### src/hw/pe_cfg_pkg.sv
// -----------------------------
// pe configuration package
// layer count, bus widths, address map
// and the decoded field kinds
// -----------------------------

package pe_cfg_pkg;

        // ---------------------------
        // layer and bus sizes
        // ---------------------------
        localparam int max_layers = 8;          // layer slots
        localparam int layer_w    = 3;          // layer_no / layer_idx width
        localparam int param_slots = max_layers - 1; // col, wmem, trunc entries

        localparam int cfg_addr_w = 7;          // write address width
        localparam int cfg_data_w = 16;         // write data width

        localparam int trunc_w       = 5;       // one truncation code
        localparam int trunc_per_grp = 3;       // codes per trunc write

        // high act count of a pair sits at this bit
        localparam int act_hi_lsb = 8;

        // default field widths, passed down from the top
        localparam int act_w_default  = 6;
        localparam int col_w_default  = 8;
        localparam int wmem_w_default = 10;

        // ---------------------------
        // address map, even slots only
        // ---------------------------
        localparam logic [cfg_addr_w-1:0] addr_layer_no   = 7'd0;
        localparam logic [cfg_addr_w-1:0] addr_act_base   = 7'd2;  // pairs 2..8
        localparam logic [cfg_addr_w-1:0] addr_act_last   = 7'd8;
        localparam logic [cfg_addr_w-1:0] addr_col_base   = 7'd10; // col_dim 10..22
        localparam logic [cfg_addr_w-1:0] addr_col_last   = 7'd22;
        localparam logic [cfg_addr_w-1:0] addr_wmem_base  = 7'd24; // offsets 24..36
        localparam logic [cfg_addr_w-1:0] addr_wmem_last  = 7'd36;
        localparam logic [cfg_addr_w-1:0] addr_relu       = 7'd38; // relu bits
        localparam logic [cfg_addr_w-1:0] addr_trunc_base = 7'd40; // groups 40..44
        localparam logic [cfg_addr_w-1:0] addr_trunc_last = 7'd44;

        // ---------------------------
        // decoded field kind
        // ---------------------------
        // fld_none doubles as "no write this cycle"
        typedef enum logic [2:0] {
                fld_none,
                fld_layer_no,
                fld_act_pair,   // two act counts
                fld_col_dim,
                fld_wmem_off,
                fld_relu,       // all relu enables at once
                fld_trunc3      // three trunc codes
        } cfg_field_e;

endpackage

### src/hw/cfg_write_decoder.sv
// -----------------------------
// config write decoder
// registers each host write and classifies
// its address into field kind and slot
// -----------------------------

`timescale 1ns/1ps

module cfg_write_decoder (
        input  logic                              clk,
        input  logic                              rst,
        input  logic                              wr_en,   // one-cycle strobe
        input  logic [pe_cfg_pkg::cfg_addr_w-1:0] wr_addr,
        input  logic [pe_cfg_pkg::cfg_data_w-1:0] wr_data,
        output pe_cfg_pkg::cfg_field_e            field,   // fld_none = idle
        output logic [pe_cfg_pkg::layer_w-1:0]    slot,    // base register index
        output logic [pe_cfg_pkg::cfg_data_w-1:0] data
);

        import pe_cfg_pkg::*;

        // ---------------------------
        // address offsets per region
        // ---------------------------
        logic [cfg_addr_w-1:0] act_off;
        logic [cfg_addr_w-1:0] col_off;
        logic [cfg_addr_w-1:0] wmem_off;
        logic [cfg_addr_w-1:0] trunc_off;

        cfg_field_e            fld_d;   // next field kind
        logic [layer_w-1:0]    slot_d;  // next slot

        assign act_off   = wr_addr - addr_act_base;
        assign col_off   = wr_addr - addr_col_base;
        assign wmem_off  = wr_addr - addr_wmem_base;
        assign trunc_off = wr_addr - addr_trunc_base;

        // ---------------------------
        // classify
        // ---------------------------
        always_comb begin
                fld_d  = fld_none;
                slot_d = '0;
                // odd addresses never map
                if (wr_en && !wr_addr[0]) begin
                        if (wr_addr == addr_layer_no) begin
                                fld_d = fld_layer_no;
                        end else if (wr_addr >= addr_act_base &&
                                     wr_addr <= addr_act_last) begin
                                // pair k -> slots 2k, 2k+1, offset is already 2k
                                fld_d  = fld_act_pair;
                                slot_d = act_off[layer_w-1:0];
                        end else if (wr_addr >= addr_col_base &&
                                     wr_addr <= addr_col_last) begin
                                fld_d  = fld_col_dim;
                                slot_d = col_off[layer_w:1]; // one slot per 2 addrs
                        end else if (wr_addr >= addr_wmem_base &&
                                     wr_addr <= addr_wmem_last) begin
                                fld_d  = fld_wmem_off;
                                slot_d = wmem_off[layer_w:1];
                        end else if (wr_addr == addr_relu) begin
                                fld_d = fld_relu;
                        end else if (wr_addr >= addr_trunc_base &&
                                     wr_addr <= addr_trunc_last) begin
                                // group k -> slot 3k, built as 2k + k
                                fld_d  = fld_trunc3;
                                slot_d = trunc_off[layer_w-1:0] +
                                         {1'b0, trunc_off[layer_w-1:1]};
                        end
                end
        end

        // ---------------------------
        // decode stage register
        // ---------------------------
        always_ff @(posedge clk or posedge rst) begin
                if (rst) begin
                        field <= fld_none;
                        slot  <= '0;
                        data  <= '0;
                end else begin
                        field <= fld_d;         // taken every cycle, no stall
                        slot  <= slot_d;
                        data  <= wr_data;
                end
        end

endmodule

### src/hw/layer_param_select.sv
// -----------------------------
// layer readout selector
// picks current layer's parameters,
// last-layer rule for output relu
// -----------------------------

`timescale 1ns/1ps

module layer_param_select #(
        parameter int act_w  = pe_cfg_pkg::act_w_default,
        parameter int col_w  = pe_cfg_pkg::col_w_default,
        parameter int wmem_w = pe_cfg_pkg::wmem_w_default
) (
        input  logic [pe_cfg_pkg::layer_w-1:0]    layer_no_q,
        input  logic [pe_cfg_pkg::max_layers-1:0][act_w-1:0]  act_no_q,
        input  logic [pe_cfg_pkg::param_slots-1:0][col_w-1:0] col_dim_q,
        input  logic [pe_cfg_pkg::param_slots-1:0][wmem_w-1:0] wmem_off_q,
        input  logic [pe_cfg_pkg::max_layers:0]   relu_en_q,
        input  logic [pe_cfg_pkg::param_slots-1:0][pe_cfg_pkg::trunc_w-1:0] trunc_q,
        input  logic [pe_cfg_pkg::layer_w-1:0]    layer_idx,

        output logic [pe_cfg_pkg::layer_w-1:0]    layer_no,
        output logic [act_w-1:0]                  in_act_no,
        output logic [act_w-1:0]                  out_act_no,
        output logic [col_w-1:0]                  col_dim,
        output logic [wmem_w-1:0]                 w_mem_offset,
        output logic                              in_act_relu,
        output logic                              out_act_relu,
        output logic [pe_cfg_pkg::trunc_w-1:0]    act_trunc
);

        import pe_cfg_pkg::*;

        logic               last_slot;  // layer_idx 7, no per-layer slot
        logic [layer_w-1:0] idx_nxt;    // wraps at 7, masked by last_slot
        logic [layer_w:0]   relu_nxt;   // reaches bit 8

        assign last_slot = (layer_idx == layer_w'(max_layers - 1));
        assign idx_nxt   = layer_idx + 1'b1;
        assign relu_nxt  = {1'b0, layer_idx} + 1'b1;

        assign layer_no     = layer_no_q;
        assign in_act_no    = act_no_q[layer_idx];
        assign out_act_no   = last_slot ? '0 : act_no_q[idx_nxt];
        assign col_dim      = last_slot ? '0 : col_dim_q[layer_idx];
        assign w_mem_offset = last_slot ? '0 : wmem_off_q[layer_idx];
        assign act_trunc    = last_slot ? '0 : trunc_q[layer_idx];

        assign in_act_relu  = relu_en_q[layer_idx];
        // on the final layer the output relu is that layer's own bit
        assign out_act_relu = (layer_idx == layer_no_q) ? relu_en_q[layer_no_q]
                                                        : relu_en_q[relu_nxt];

endmodule

### src/hw/layer_param_table.sv
// -----------------------------
// per-layer parameter table
// holds layer count, act counts, col dims,
// weight offsets, relu bits, trunc codes
// -----------------------------

`timescale 1ns/1ps

module layer_param_table #(
        parameter int act_w  = pe_cfg_pkg::act_w_default,
        parameter int col_w  = pe_cfg_pkg::col_w_default,
        parameter int wmem_w = pe_cfg_pkg::wmem_w_default
) (
        input  logic                              clk,
        input  logic                              rst,

        // decoded write stage
        input  pe_cfg_pkg::cfg_field_e            field,
        input  logic [pe_cfg_pkg::layer_w-1:0]    slot,
        input  logic [pe_cfg_pkg::cfg_data_w-1:0] data,

        // full arrays out
        output logic [pe_cfg_pkg::layer_w-1:0]    layer_no_q,
        output logic [pe_cfg_pkg::max_layers-1:0][act_w-1:0]
                                                  act_no_q,   // one per layer
        output logic [pe_cfg_pkg::param_slots-1:0][col_w-1:0]
                                                  col_dim_q,
        output logic [pe_cfg_pkg::param_slots-1:0][wmem_w-1:0]
                                                  wmem_off_q,
        output logic [pe_cfg_pkg::max_layers:0]   relu_en_q,  // one past last layer
        output logic [pe_cfg_pkg::param_slots-1:0][pe_cfg_pkg::trunc_w-1:0]
                                                  trunc_q
);

        import pe_cfg_pkg::*;

        // odd neighbour of an act pair
        logic [layer_w-1:0] slot_hi;

        assign slot_hi = slot + 1'b1;

        // ---------------------------
        // layer count and act counts
        // ---------------------------
        always_ff @(posedge clk or posedge rst) begin
                if (rst) begin
                        layer_no_q <= '0;
                        act_no_q   <= '0;
                end else begin
                        if (field == fld_layer_no) begin
                                layer_no_q <= data[layer_w-1:0];   // upper bits dropped
                        end
                        if (field == fld_act_pair) begin
                                act_no_q[slot]    <= data[act_w-1:0];
                                act_no_q[slot_hi] <= data[act_hi_lsb +: act_w];
                        end
                end
        end

        // ---------------------------
        // col dim and weight offset
        // ---------------------------
        always_ff @(posedge clk or posedge rst) begin
                if (rst) begin
                        col_dim_q  <= '0;
                        wmem_off_q <= '0;
                end else begin
                        // decoder never hands out slot 7 here
                        if (field == fld_col_dim) begin
                                col_dim_q[slot] <= data[col_w-1:0];
                        end
                        if (field == fld_wmem_off) begin
                                wmem_off_q[slot] <= data[wmem_w-1:0];
                        end
                end
        end

        // ---------------------------
        // relu enables
        // ---------------------------
        always_ff @(posedge clk or posedge rst) begin
                if (rst) begin
                        relu_en_q <= '0;
                end else if (field == fld_relu) begin
                        relu_en_q <= data[max_layers:0];  // 9 bits, whole vector
                end
        end

        // ---------------------------
        // truncation codes
        // ---------------------------
        always_ff @(posedge clk or posedge rst) begin
                if (rst) begin
                        trunc_q <= '0;
                end else if (field == fld_trunc3) begin
                        // last group only lands in slot 6
                        for (int j = 0; j < trunc_per_grp; j++) begin
                                if (int'(slot) + j < param_slots) begin
                                        trunc_q[int'(slot) + j] <=
                                                data[j*trunc_w +: trunc_w];
                                end
                        end
                end
        end

endmodule

### src/hw/pe_state_regs.sv
// -----------------------------
// pe state registers, top level
// host writes per-layer parameters at boot,
// readout follows layer_idx during inference
// -----------------------------

`timescale 1ns/1ps

module pe_state_regs #(
        parameter int act_w  = pe_cfg_pkg::act_w_default,  // act count width
        parameter int col_w  = pe_cfg_pkg::col_w_default,  // column dim width
        parameter int wmem_w = pe_cfg_pkg::wmem_w_default  // weight offset width
) (
        input  logic                              clk,
        input  logic                              rst,

        // host write port, single-cycle strobe
        input  logic                              cfg_wr_en,
        input  logic [pe_cfg_pkg::cfg_addr_w-1:0] cfg_wr_addr,
        input  logic [pe_cfg_pkg::cfg_data_w-1:0] cfg_wr_data,

        // current layer
        input  logic [pe_cfg_pkg::layer_w-1:0]    layer_idx,

        // parameters of the current layer
        output logic [pe_cfg_pkg::layer_w-1:0]    layer_no,
        output logic [act_w-1:0]                  in_act_no,
        output logic [act_w-1:0]                  out_act_no,
        output logic [col_w-1:0]                  col_dim,
        output logic [wmem_w-1:0]                 w_mem_offset,
        output logic                              in_act_relu,
        output logic                              out_act_relu,
        output logic [pe_cfg_pkg::trunc_w-1:0]    act_trunc
);

        import pe_cfg_pkg::*;

        // ---------------------------
        // decoder -> table
        // ---------------------------
        cfg_field_e                               dec_field;
        logic [layer_w-1:0]                       dec_slot;
        logic [cfg_data_w-1:0]                    dec_data;

        // ---------------------------
        // table -> selector
        // ---------------------------
        logic [layer_w-1:0]                       layer_no_q;
        logic [max_layers-1:0][act_w-1:0]         act_no_q;
        logic [param_slots-1:0][col_w-1:0]        col_dim_q;
        logic [param_slots-1:0][wmem_w-1:0]       wmem_off_q;
        logic [max_layers:0]                      relu_en_q;
        logic [param_slots-1:0][trunc_w-1:0]      trunc_q;

        cfg_write_decoder u_decoder (
                .clk     (clk),
                .rst     (rst),
                .wr_en   (cfg_wr_en),
                .wr_addr (cfg_wr_addr),
                .wr_data (cfg_wr_data),
                .field   (dec_field),
                .slot    (dec_slot),
                .data    (dec_data)
        );

        layer_param_table #(
                .act_w  (act_w),
                .col_w  (col_w),
                .wmem_w (wmem_w)
        ) u_table (
                .clk        (clk),
                .rst        (rst),
                .field      (dec_field),
                .slot       (dec_slot),
                .data       (dec_data),
                .layer_no_q (layer_no_q),
                .act_no_q   (act_no_q),
                .col_dim_q  (col_dim_q),
                .wmem_off_q (wmem_off_q),
                .relu_en_q  (relu_en_q),
                .trunc_q    (trunc_q)
        );

        layer_param_select #(
                .act_w  (act_w),
                .col_w  (col_w),
                .wmem_w (wmem_w)
        ) u_select (
                .layer_no_q   (layer_no_q),
                .act_no_q     (act_no_q),
                .col_dim_q    (col_dim_q),
                .wmem_off_q   (wmem_off_q),
                .relu_en_q    (relu_en_q),
                .trunc_q      (trunc_q),
                .layer_idx    (layer_idx),
                .layer_no     (layer_no),
                .in_act_no    (in_act_no),
                .out_act_no   (out_act_no),
                .col_dim      (col_dim),
                .w_mem_offset (w_mem_offset),
                .in_act_relu  (in_act_relu),
                .out_act_relu (out_act_relu),
                .act_trunc    (act_trunc)
        );

endmodule
### config.mk
export PLATFORM = sky130hd
export DESIGN_NAME = pe_state_regs
export DESIGN_NICKNAME = d
export VERILOG_FILES = /design/src/hw/pe_cfg_pkg.sv /design/src/hw/cfg_write_decoder.sv /design/src/hw/layer_param_select.sv /design/src/hw/layer_param_table.sv /design/src/hw/pe_state_regs.sv
export SDC_FILE = /design/constraint.sdc
export NUM_CORES = 1
export LEC_CHECK = 0
export ABC_AREA = 0
export BUFFER_PORTS_ARGS = -buffer_cell sky130_fd_sc_hd__buf_2
export CORE_AREA = 2 2 170 138
export CTS_CLUSTER_SIZE = 40
export DETAILED_ROUTE_END_ITERATION = 7
export DIE_AREA = 0 0 172 140
export GPL_TIMING_DRIVEN = 1
export HOLD_SLACK_MARGIN = 0.06
export MAX_ROUTING_LAYER = met4
export PLACE_DENSITY = 0.79
export SLEW_MARGIN = 20
export SYNTH_ARGS = -nofsm -noshare
export SYNTH_HDL_FRONTEND = slang
export SYNTH_SLANG_ARGS = --single-unit
### constraint.sdc
create_clock -name clk -period 9.6 [get_ports clk]
set_input_delay 0 -clock clk [delete_from_list [all_inputs] [get_ports clk]]
set_output_delay 0 -clock clk [all_outputs]
set_load 0.01 [all_outputs]
# Yosys cells after proc, flatten, opt, wreduce, memory -nomap -nowiden
# Cells that the tools add are included.
dict set report totals {
  inputBits 29
  register_bits 242
  elab_cells 152
  out_inout_bits 40
}
dict set report op_classes {
  n_reduce_logical 12
  muxes 61
  eq_ne 9
  magnitude_cmp 26
  add_sub_neg 10
}
# operator count
set ops {}
lappend ops {{35-bit 2-to-1 mux} 5}
lappend ops {{35-bit bitwise mux} 3}
lappend ops {{48-bit bitwise mux} 2}
lappend ops {{70-bit bitwise mux} 1}
lappend ops {{32-bit by 1-bit >= comparator with 1-bit output (second input constant)} 2}
lappend ops {{32-bit by 4-bit less-than comparator with 1-bit output (second input constant)} 2}
lappend ops {{32-bit by 5-bit less-than comparator with 1-bit output (second input constant)} 2}
lappend ops {{56-bit bitwise mux} 1}
lappend ops {{5-bit demux with 3-bit select} 3}
lappend ops {{3-bit 2-to-1 mux} 14}
lappend ops {{6-bit binary-select mux with 3-bit select} 2}
lappend ops {{6-bit demux with 3-bit select} 2}
lappend ops {{10-bit binary-select mux with 3-bit select} 1}
lappend ops {{10-bit demux with 3-bit select} 1}
lappend ops {{10-bit 2-to-1 mux} 3}
lappend ops {{6-bit 2-to-1 mux} 5}
lappend ops {{5-bit 2-to-1 mux} 5}
lappend ops {{8-bit binary-select mux with 3-bit select} 1}
lappend ops {{8-bit demux with 3-bit select} 1}
lappend ops {{8-bit 2-to-1 mux} 3}
lappend ops {{3-bit by 4-bit less-than comparator with 1-bit output (second input constant)} 5}
lappend ops {{5-bit binary-select mux with 3-bit select} 1}
lappend ops {{7-bit by 6-bit less-or-equal comparator with 1-bit output (second input constant)} 2}
lappend ops {{3-bit == test (second input constant)} 4}
lappend ops {{27 further kinds} 47}

# Depth between registers and ports, before layout
# Gate-level depths: netlist of run 1.
dict set report depth {
  depth_word 12
  depth_mapped 10
  ltp_nobuf 6
}

# Modules after synthesis
# A second synthesis of run 1 with hierarchy kept.
dict set report hier_totals {
  hier_cells 1085
  hier_area_um2 13346.6
}
# module cells_per_inst seq_area_each_um2 n_inst area_per_inst_um2
set modules_own_cells {}
lappend modules_own_cells {layer_param_table 756 5530.3 1 9798.1}
lappend modules_own_cells {layer_param_select 234 0.0 1 2429.8}
lappend modules_own_cells {cfg_write_decoder 95 550.5 1 1118.6}

# Worst setup path after synthesis of run 1
# OpenSTA, ideal clock, no wires.
dict set report synth_timing {
  path_kind {flip-flop to flip-flop}
  startpoint {reg u_decoder.slot[0] (netlist name)}
  endpoint {reg u_table.trunc_q[10] (netlist name)}
  stages_incl_launch_ff 11
  slack_ns 7.161
  t_arrival_ns 2.366
  n_path_buf 4
  setup_time_ns 0.073
  required_time_ns 9.527
  synth_period_minus_slack_ns 2.439
  path_cell_list {dfrtp_1 > buf_2 > buf_4 > inv_1 > ha_1 > buf_6 > or3b_1 > buf_2 > or2_4 > a211o_1 > a21oi_2}
}
dict set report synth_between {
  elab_chain_len 12
  elab_cells_between_ends 28
  cone_classes {add/sub (2); order compare (9); mux (14); reduce/logical (3)}
}
# element line_no
set synth_lines {}
lappend synth_lines {{start: declaration} cfg_write_decoder.sv:16} ;# output logic [pe_cfg_pkg::layer_w-1:0] slot,
lappend synth_lines {{start signal: assignment} cfg_write_decoder.sv:83} ;# slot <= slot_d;
lappend synth_lines {{parallel branches: the longest is 11 deep, another holds 32-bit by 1-bit >= comparator with 1-bit output} n/a}
lappend synth_lines {{35-bit 2-to-1 mux (*)} layer_param_table.sv:98} ;# if (int'(slot) + j < param_slots) begin
lappend synth_lines {{end signal: indexed assignment} layer_param_table.sv:99} ;# trunc_q[int'(slot) + j] <=
lappend synth_lines {{end: declaration} layer_param_table.sv:32} ;# trunc_q
# Mark *: on every way between the ends. The select of a mux whose other input is x is not followed.
# A chain may end at the register's enable or synchronous reset.

# Final worst setup path of run 1
dict set report layout_timing {
  startpoint {reg u_decoder.slot[0] (netlist name)}
  endpoint {reg u_table.trunc_q[6] (netlist name)}
}
# Same word-level chain as after synthesis.

==> summary.md, run 1 <==
| Metric | Value |
|---|---|
| Status | `completed` |
| Rows | `just under 50` |
| Top_reg_cell synth | `dfrtp_1` |
| Post-Synthesis Cell Area | `13,200 um^2` |
| Die H | `between 100 and 150 um` |
| Initial antenna violation count | `0` |
| Drt pass-1 iters | `5` |
| Post-Route Setup TNS | `0 ns` |
| Crit start category | `flip-flop` |
| Drt drc | `0` |
| Mean Syn Cell Area | `~12 um^2` |
| Post-Synthesis Cells | `roughly 1,100` |
| Core box area | `between 20,000 and 25,000 um^2` |
| Top cell type's share of synthesized area | `0.457` |
| Skew final | `about 0.010 ns` |
| Fmax | `between 0.2 and 0.3 GHz` |
| EDFF count, synth | `0` |
| Largest net degree at the start of global routing | `about 110` |
| Die ar. | `roughly 24,000 um^2` |
| Slew Viols, Final | `0` |
| Fill cells | `~1,700` |
| Worst-margin pin slew | `1.21 ns` |
| Worst VDD drop | `roughly 110 uV` |
| # IOs | `69` |
| Htree depth | `1` |
| Rel. slew slack | `0.193` |
| Sink Count | `242` |
| MaxCap Viol Count | `0` |
| Top cells by area, synth | `dfrtp_1 46%, mux2_2 14%, mux4_2 8.8%, mux2i_1 5.4%, o2bb2ai_1 4.4%` |
| GRT busiest layer | `met2` |
| Crit. End Element | `flip-flop` |
| Met2 usage | `0.448` |
| Clk_lat worst skew | `0.52 ns` |
| Flip-flop and latch count after synthesis | `around 240` |
| Synth warn | `0` |
| Crit path DAT | `3.96 ns` |
| Final WL | `~34,000 um` |
| Clk root buf | `clkbuf_16` |
| Area grow syn2layout | `10.9%` |
| Routability cong. | `roughly 0.89` |
| Antenna-violating nets left | `0` |
| Starting DRT DRC Count | `roughly 1,000` |
| Worst endpoint required time | `10.04 ns` |
| FFs w/ async S/R, synth | `1.00` |
| Final Hold Viols | `0` |
| First-pass GRT wire length | `around 54,000 um` |
| Min cycle time layout | `between 3 and 4 ns` |
| Fin util | `0.658` |
| Pwr dens | `~160 nW/um^2` |
| Final nets | `1,150` |
| Via count | `approximately 9,400` |
| Met3 usage | `0.0534` |
| Cell taking the most area after synthesis | `dfrtp_1` |
| RSZ-0062 raised after global routing | `no` |
| N_diodes | `0` |
| CTS tree | `yes` |
| Ratio of cells with drive above 1 in the final layout | `0.322` |
| Mapped Nets | `~1,100` |
| Critical path fanouts, max | `27` |
| Starting density of the core | `0.594` |
| R2R Setup Slk | `~6 ns` |
| Setup violations, final | `0` |
| Die Wd | `between 150 and 200 um` |
| # port buffers | `67` |
| Register area share after synthesis | `0.457` |
| Post-synth cell types | `between 60 and 70` |
| Post-DP HPWL | `between 20,000 and 25,000 um` |
| Post-CTS Resized | `0` |
| GRT Residual Overflow | `0` |
| Max Root-Sink Buffers | `3` |
| GRT Resource Usage Total | `0.300` |
| WL/cell | `approximately 24 um` |
| Vias per cell | `between 6 and 7` |
| Number of global-route vias before repair | `9,663` |
| Grt met1 use | `0.431` |
| Pleak | `roughly 6.6 nW` |
| CTS Buf Count | `24` |
| Worst-path clk slew | `~0.060 ns` |
| Tcrit/Tclk final | `0.367` |
| Worst hold path class | `in -> reg` |
| CP Class | `reg -> reg` |
[cell families after synthesis]
group,synth area share
and+or+nand+nor,0.0671
xor gates and xnor gates,0.00453
buffers and inverters,0.0391
muxes,0.279
AOI/OAI and AO/OA,0.138
DFF,0.457
adders and majority gates,0.0157
[synth_stat cells (5+ instances only)]
cell	count
a2bb2oi_1	17
mux2_2	160
a211o_1	10
dfrtp_1	242
nor3b_1	5
a21oi_2	6
buf_2	32
nor2b_1	12
a22oi_1	54
nand2_1	21
xor2_1	5
nor3_1	12
and2_1	6
o22ai_1	5
ha_1	15
o2bb2ai_1	66
nor2_1	61
clkbuf_1	60
o21ai_0	18
nand2b_1	8
o21ai_1	6
a21oi_1	28
inv_1	11
mux4_2	52
a211oi_1	11
mux2i_1	72
buf_4	8
[placed cells by master (no fill, tap or decap), drive strengths merged, types with 5 or more instances in the layout]
cell           n
a22oi         54
dfrtp        242
nand2b         8
dlygate4sd3   31
xor2           5
mux4          52
mux2i         72
a211oi        11
nand2         25
ha            15
a21oi         34
nor2          63
and2           9
o2bb2ai       66
nor3b          8
a2bb2oi       17
buf           81
o21ai         27
nor2b         12
a211o         10
clkbuf        36
inv           11
o22ai          5
mux2         160
nor3          14
[final cells by class]
type	instances	area (um^2)	area share
sequential	242	6060	0.412
tap	306	383	0.0261
inverter	11	48.8	0.00332
clock buffer	36	727	0.0495
timing repair buffer	112	757	0.0515
clock inverter	6	37.5	0.00255
multi-input combinational	714	6680	0.455
[critical path, stage by stage (launching register included)]
cell and delay [ns]:
dfrtp_1 0.88, ha_1 0.35, xor2_1 0.95, nor2_1 0.57, o21ai_1 0.52, o2bb2ai_1 0.17
[worst paths after layout]
path	from	end	depth (start not counted)
max reg2reg	u_decoder.slot[0]$_DFF_PP0_	u_table.trunc_q[6]$_DFFE_PP0N_	5
min reg2reg	u_table.trunc_q[7]$_DFFE_PP0N_	u_table.trunc_q[7]$_DFFE_PP0N_	1
min	cfg_wr_data[8]	u_decoder.data[8]$_DFF_PP0_	2
min in group asynchronous	rst	u_table.act_no_q[24]$_DFFE_PP0P_	3
max in group asynchronous	rst	u_table.col_dim_q[46]$_DFFE_PP0P_	4
max	u_decoder.slot[0]$_DFF_PP0_	u_table.trunc_q[6]$_DFFE_PP0N_	5
[metrics by stage]
| stage | instances | hold slack, ns | worst slack [ns] | power, W | area (um^2) |
|---|---|---|---|---|---|
| floorplan | 1073 | 0.0314 | 2.96 | 0.00136 | 13200 |
| global placement | 1354 | 0.107 | 6.49 | 0.00144 | 13600 |
| detailed placement | 1354 | 0.109 | 6.37 | 0.00145 | 13600 |
| CTS | 1427 | 0.104 | 6.33 | 0.00237 | 14700 |
| global route | 1427 | 0.122 | 6.04 | 0.00244 | 14700 |
| finish | 1427 | 0.112 | 6.07 | 0.00236 | 14700 |
[sequential cells by signal, indices dropped and copies added (netlist names), 9 cells and up]
register            cells
u_table.wmem_off_q     70
u_decoder.data         15
u_table.trunc_q        35
u_table.relu_en_q       9
u_table.col_dim_q      56
u_table.act_no_q       48
[repair_timing]
| item | CTS | global route |
|---|---|---|
| endpoints found under the hold margin | 124 | 0 |
| setup buffers | 0 | 0 |
| hold buffers | 31 | 0 |
[metal layers]
| layer | up-vias | part of all wire |
|---|---|---|
| li1 | 4108 | - |
| met4 | 0 | 0.023 |
| met2 | 488 | 0.46 |
| met5 | - | 0 |
| met1 | 4762 | 0.43 |
| met3 | 55 | 0.091 |
[power by group]
part           total (W)  internal, W  switching (W)  leakage, nW
registers        0.00115      0.00108      0.0000691         3.29
clock network   0.000913     0.000521       0.000392        0.369
logic           0.000298     0.000150       0.000148         2.99
total            0.00236      0.00175       0.000609         6.65
Power figures use the tool's default switching activity.
==> run 2: changes to the inputs <==
--- a/config.mk
+++ b/config.mk
@@ -7,14 +7,14 @@
 export LEC_CHECK = 0
 export ABC_AREA = 0
 export BUFFER_PORTS_ARGS = -buffer_cell sky130_fd_sc_hd__buf_2
-export CORE_AREA = 2 2 170 138
+export CORE_AREA = 2 2 175 143
 export CTS_CLUSTER_SIZE = 40
 export DETAILED_ROUTE_END_ITERATION = 7
-export DIE_AREA = 0 0 172 140
+export DIE_AREA = 0 0 177 145
 export GPL_TIMING_DRIVEN = 1
 export HOLD_SLACK_MARGIN = 0.06
 export MAX_ROUTING_LAYER = met4
-export PLACE_DENSITY = 0.79
+export PLACE_DENSITY = 0.77
 export SLEW_MARGIN = 20
 export SYNTH_ARGS = -nofsm -noshare
 export SYNTH_HDL_FRONTEND = slang
==> constraint.sdc (replaced) <==
create_clock -name clk -period 3.2 [get_ports clk]
set_input_delay 0 -clock clk [delete_from_list [all_inputs] [get_ports clk]]
set_output_delay 0 -clock clk [all_outputs]
set_load 0.01 [all_outputs]
==> summary.md, run 2 (same netlist as run 1, synthesis figures left out) <==
| Metric | Value |
|---|---|
| Final WL | `around 34,000 um` |
| Rows | `just over 50` |
| Fill cells | `1,864` |
| Fmax | `0.375 GHz` |
| First-pass GRT wire length | `55,200 um` |
| Biggest regs | `u_table.wmem_off_q x70, u_table.col_dim_q x56, u_table.act_no_q x48` |
| Multi-input logic area | `approximately 6700 um^2` |
| Crit. End Element | `flip-flop` |
| Area grow syn2layout | `12.1%` |
| Sink Count | `roughly 240` |
| WP buf/inv | `2` |
| GRT Resource Usage Total | `0.281` |
| Leading cell type in the layout, fill and taps excluded | `dfrtp_1` |
| Number of global-route vias before repair | `a little under 10,000` |
| MaxCap Viol Count | `0` |
| Post-Route Setup TNS | `0 ns` |
| CP Class | `reg -> reg` |
| Post-DP HPWL | `21,800 um` |
| Crit path DAT | `about 3.0 ns` |
| Status | `completed` |
| # port buffers | `67` |
| # IOs | `69` |
| N_diodes | `0` |
| Starting density of the core | `0.554` |
| Worst-path clk slew | `about 0.06 ns` |
| Via count | `between 9,000 and 10,000` |
| Most frequent cells in the layout | `242 x dfrtp_1, 160 x mux2_2, 72 x mux2i_1, 66 x o2bb2ai_1, 65 x buf_2` |
| RSZ-0062 raised after global routing | `no` |
| Largest net degree at the start of global routing | `76` |
| Min cycle time layout | `around 2.7 ns` |
| Area after DPL | `approximately 14,000 um^2` |
| Starting DRT DRC Count | `~1,000` |
| Slowest-stage cell, CP | `dfrtp_1` |
| Routability cong. | `0.886` |
| Rel. slew slack | `0.251` |
| Tcrit/Tclk final | `0.834` |
| WL/cell | `23.5 um` |
| Htree depth | `1` |
| Slew Viols, Final | `0` |
| Skew final | `about 0.013 ns` |
| Drt pass-1 iters | `5` |
| Die H | `145 um` |
| Post-CTS Resized | `0` |
| Crit start category | `flip-flop` |
| Pwr dens | `roughly 480 nW/um^2` |
| Top routing layer used | `met4` |
| Worst hold path class | `in -> reg` |
| GRT Residual Overflow | `0` |
| R2R Setup Slk | `between 0.5 and 0.6 ns` |
| Max reg flops | `70` |
| Crit path cell chain | `inv_1, ha_1, nand2b_1, nor2_1, buf_4, o21ai_2, o2bb2ai_1` |
| Worst endpoint required time | `roughly 3.6 ns` |
| Setup violations, final | `0` |
| Final hold slack | `~0.083 ns` |
| Clk_lat worst skew | `approximately 0.52 ns` |
| Post-route cell area | `14,800 um^2` |
| Most flop-heavy register | `u_table.wmem_off_q` |
| Die ar. | `between 20,000 and 30,000 um^2` |
| CTS tree | `yes` |
| Final Hold Viols | `0` |
| Die Wd | `about 180 um` |
| Core box area | `approximately 24,000 um^2` |
| Worst-margin pin slew | `~1.1 ns` |
| Met3 wire len | `2790 um` |
| Worst path top cell family by delay | `flip-flops` |
| Vias per cell | `~6.6` |
| Seq. cell area | `~6000 um^2` |
| Drt drc | `0` |
| Critical path fanouts, max | `15` |
| Antenna-violating nets left | `0` |
| Metal2 WL | `~15,000 um` |
| Final nets | `around 1,200` |
| Initial antenna violation count | `0` |
| Metal-1 WL | `around 15,000 um` |
| Pleak | `roughly 6.8 nW` |
| Max Root-Sink Buffers | `3` |
| Worst path max stage delay | `~0.63 ns` |
| Clk root buf | `clkbuf_16` |
| Fin util | `0.620` |
| CTS Buf Count | `24` |
| Ratio of cells with drive above 1 in the final layout | `0.332` |
| Worst VDD drop | `~350 uV` |
==> run 2: final cells by class <==
| type | count | area share |
|---|---|---|
| clock inverters | 2 | 0.000674 |
| inverters | 11 | 0.00303 |
| flip-flops and latches | 242 | 0.408 |
| multi-input cells | 714 | 0.450 |
| clock buffers | 34 | 0.0485 |
| well taps | 318 | 0.0268 |
| repair buffers | 131 | 0.0635 |
==> run 2: what timing repair did <==
item | 4_1_cts | 5_1_grt
hold buffers | 29 | 0
buffers inserted | 0 | 0
hold endpoints to repair | 49 | 0
==> run 2: path summary, 6_finish.rpt <==
kind | startpoint | endpoint | depth (start not counted)
min | cfg_wr_addr[2] | u_decoder.slot[1]$_DFF_PP0_ | 4
max | u_decoder.slot[0]$_DFF_PP0_ | u_table.act_no_q[8]$_DFFE_PP0P_ | 7
min reg2reg | u_table.trunc_q[7]$_DFFE_PP0N_ | u_table.trunc_q[7]$_DFFE_PP0N_ | 1
min in group asynchronous | rst | u_table.act_no_q[27]$_DFFE_PP0P_ | 3
max in group asynchronous | rst | u_table.relu_en_q[6]$_DFFE_PP0N_ | 4
max reg2reg | u_decoder.slot[0]$_DFF_PP0_ | u_table.act_no_q[8]$_DFFE_PP0P_ | 7
==> run 2: report_power, final <==
group	internal, W	switching (W)
logic	0.000469	0.000454
clock network	0.00154	0.00115
registers	0.00325	0.000199
total	0.00525	0.00180
==> run 2: through the flow <==
stage / cells / total power, W / worst slack, ns
finish: 1452 / 0.00706 / 0.533
global route: 1452 / 0.00731 / 0.421
CTS: 1452 / 0.00707 / 0.605
detailed placement: 1387 / 0.00438 / 0.640
global placement: 1387 / 0.00435 / 0.753
floorplan: 1073 / 0.00409 / 0.0242
==> run 2: routing by layer <==
| metal | GRT usage | vias up |
|---|---|---|
| li1 | - | 4154 |
| met1 | 0.422 | 4853 |
| met5 | - | - |
| met3 | 0.0419 | 69 |
| met4 | 0.0694 | 0 |
| met2 | 0.405 | 440 |
==> run 2: tightest hold or removal path, delay by kind of cell <==
family / cells / cell delay (ns)
simple gates: 1 / 0.16
compound gates: 2 / 0.25
buf+inv: 1 / 0.16
==> run 3: changes to the inputs <==
--- a/config.mk
+++ b/config.mk
@@ -5,12 +5,12 @@
 export SDC_FILE = /design/constraint.sdc
 export NUM_CORES = 1
 export LEC_CHECK = 0
-export ABC_AREA = 0
+export ABC_AREA = 1
 export BUFFER_PORTS_ARGS = -buffer_cell sky130_fd_sc_hd__buf_2
-export CORE_AREA = 2 2 175 143
+export CORE_AREA = 2 2 174 142
 export CTS_CLUSTER_SIZE = 40
 export DETAILED_ROUTE_END_ITERATION = 7
-export DIE_AREA = 0 0 177 145
+export DIE_AREA = 0 0 176 144
 export GPL_TIMING_DRIVEN = 1
 export HOLD_SLACK_MARGIN = 0.06
 export MAX_ROUTING_LAYER = met4
==> constraint.sdc (replaced) <==
create_clock -name clk -period 2.2 [get_ports clk]
set_input_delay 0 -clock clk [delete_from_list [all_inputs] [get_ports clk]]
set_output_delay 0 -clock clk [all_outputs]
set_load 0.01 [all_outputs]
==> summary.md, run 3 <==
| Metric | Value |
|---|---|
| Cell taking the most area after synthesis | `dfrtp_1` |
| Routability cong. | `slightly above 1` |
| Ratio of cells with drive above 1 in the final layout | `0.100` |
| Core box area | `23,800 um^2` |
| Worst endpoint required time | `roughly 2.6 ns` |
| CP Class | `reg -> reg` |
| Final Hold Viols | `0` |
| Most flop-heavy register | `u_table.wmem_off_q` |
| Placed cells | `roughly 2,100` |
| Htree depth | `1` |
| Pleak | `around 7.1 nW` |
| EDFF count, synth | `0` |
| Min cycle time layout | `roughly 2.0 ns` |
| CTS tree | `yes` |
| Number of global-route vias before repair | `about 12,000` |
| Final nets | `approximately 1,900` |
| Post-DP HPWL | `28,000 um` |
| Fmax | `about 0.49 GHz` |
| Critical path fanouts, max | `6` |
| Die Wd | `between 150 and 200 um` |
| Top cell type's share of synthesized area | `0.464` |
| Fin util | `0.636` |
| FFs w/ async S/R, synth | `1.00` |
| Via count | `between 10,000 and 15,000` |
| Initial antenna violation count | `1` |
| Worst-path clk slew | `approximately 0.060 ns` |
| Count leader, synth | `o21ai_0` |
| Max reg flops | `70` |
| Flip-flop and latch count after synthesis | `between 200 and 250` |
| Slew Viols, Final | `0` |
| GRT Residual Overflow | `0` |
| RSZ-0062 raised after global routing | `yes` |
| Total chip power | `~0.012 W` |
| Final WL | `about 42,000 um` |
| Mapped Nets | `between 1,500 and 2,000` |
| Skew final | `approximately 0.01 ns` |
| MaxCap Viol Count | `0` |
| Crit start category | `flip-flop` |
| Starting DRT DRC Count | `~1,800` |
| Post-synth cell types | `35` |
| Worst VDD drop | `approximately 500 uV` |
| Post-Synthesis Cells | `approximately 1,800` |
| First-pass GRT wire length | `between 60,000 and 70,000 um` |
| Top_reg_cell synth | `dfrtp_1` |
| Register area share after synthesis | `0.464` |
| Final cell count without fillers | `between 2,000 and 2,500` |
| Area grow syn2layout | `15.9%` |
| Pwr dens | `796 nW/um^2` |
| Rel. slew slack | `0.479` |
| Most frequent cells in the layout | `404 x o21ai_0, 386 x nand2_1, 242 x dfrtp_1, 155 x inv_1, 138 x a21oi_1` |
| Area after DPL | `14,000 um^2` |
| # IOs | `slightly below 70` |
| Worst hold stages | `5` |
| Drt pass-1 iters | `6` |
| Clk root buf | `clkbuf_16` |
| Crit path DAT | `roughly 2.4 ns` |
| WL/cell | `about 19 um` |
| Crit. End Element | `flip-flop` |
| CTS Buf Count | `27` |
| Post-Route Setup TNS | `0 ns` |
| Leading cell type in the layout, fill and taps excluded | `o21ai_0` |
| Worst-margin pin slew | `between 0.7 and 0.8 ns` |
| Post-route cell area | `15,100 um^2` |
| Synth warn | `0` |
| Status | `completed` |
| Largest net degree at the start of global routing | `69` |
| Worst hold path class | `in -> reg` |
| # port buffers | `between 60 and 70` |
| Die H | `around 140 um` |
| Setup violations, final | `0` |
| Antenna-violating nets left | `0` |
| Max Root-Sink Buffers | `3` |
| Post-Synthesis Cell Area | `between 10,000 and 15,000 um^2` |
| Top post-synthesis cells by count | `404 x o21ai_0, 386 x nand2_1, 242 x dfrtp_1` |
| Top cells by area, synth | `dfrtp_1 46%, o21ai_0 15%, nand2_1 11%, a21oi_1 5.3%, inv_1 4.5%` |
| Clk_lat worst skew | `0.53 ns` |
| Sink Count | `between 200 and 250` |
| Vias per cell | `5.91` |
| Worst R2R Path Depth | `8` |
| Tcrit/Tclk final | `0.922` |
| GRT Resource Usage Total | `0.344` |
| Die ar. | `25,300 um^2` |
| Biggest regs | `u_table.wmem_off_q x70, u_table.col_dim_q x56, u_table.act_no_q x48` |
| Starting density of the core | `0.549` |
| Mean Syn Cell Area | `around 7.4 um^2` |
| Drt drc | `0` |
| Rows | `about 50` |
-- run 3: critical path, stage by stage (launching register included) --
cell and delay [ns]:
dfrtp_1 0.46, inv_1 0.11, ha_1 0.28, nand2_1 0.12
nand2_1 0.11, nor2_1 0.39, inv_1 0.21, nand3_1 0.12
a21boi_0 0.10
-- run 3: logic make-up (layout without fill, tap and decap cells) --
kind of cell,after synthesis,after routing,share of synthesized area
simple gates,601,601,0.184
compound gates,627,627,0.254
flops,242,242,0.464
buf+inv,273,377,0.0807
fa+ha+maj,16,16,0.0159
xor+xnor,4,4,0.00268
other cells,0,1,0
-- run 3: repair_timing --
action / in CTS / in global routing
setup endpoints to repair: 0 / 5
hold buffers: 27 / 0
gates resized for setup: 0 / 2
hold endpoints to repair: 162 / 0
setup buffers: 0 / 0
-- run 3: area by class of cell --
class / instances / area, um^2
tap: 318 / 398
inverter: 159 / 603
clock buffer: 45 / 803
multi-input combinational: 1248 / 5960
clock inverter: 2 / 38.8
timing repair buffer: 171 / 1270
sequential: 242 / 6060
antenna: 1 / 2.50
fill: 2143 / 8670
-- run 3: layer usage --
| metal | part of all wire | wire length (um) | vias up | GRT usage |
|---|---|---|---|---|
| met4 | 0.026 | 1110 | 0 | 0.0926 |
| met2 | 0.42 | 17800 | 689 | 0.484 |
| li1 | - | - | 6055 | - |
| met3 | 0.11 | 4760 | 89 | 0.0844 |
| met1 | 0.44 | 18400 | 6082 | 0.498 |
| met5 | 0 | 0 | - | - |
-- run 3: metrics by stage --
stage / worst slack, ns / hold WS, ns
2_1_floorplan: -0.976 / 0.0314
3_3_place_gp: 0.244 / 0.0225
3_5_place_dp: 0.222 / 0.0317
4_1_cts: 0.218 / 0.0748
5_1_grt: -0.0220 / 0.111
6_report: 0.172 / 0.101
-- run 3: where the power goes --
group	switching [W]	internal, W	total [W]
sequential	0.000343	0.00502	0.00537
clock	0.00178	0.00258	0.00435
combinational	0.00150	0.000837	0.00233
-- run 3: final timing paths --
check	start	endpoint	slack [ns]
worst max-delay path	u_decoder.slot[2]$_DFF_PP0_	u_table.trunc_q[10]$_DFFE_PP0N_	0.17
worst min-delay path	cfg_wr_addr[4]	u_decoder.field[1]$_DFF_PP0_	0.10
worst max register to register	u_decoder.slot[2]$_DFF_PP0_	u_table.trunc_q[10]$_DFFE_PP0N_	0.17
worst min register to register	u_table.wmem_off_q[42]$_DFFE_PP0P_	u_table.wmem_off_q[42]$_DFFE_PP0P_	0.48
max in group asynchronous	rst	u_table.col_dim_q[15]$_DFFE_PP0P_	0.62
min in group asynchronous	rst	u_table.wmem_off_q[68]$_DFFE_PP0P_	0.60
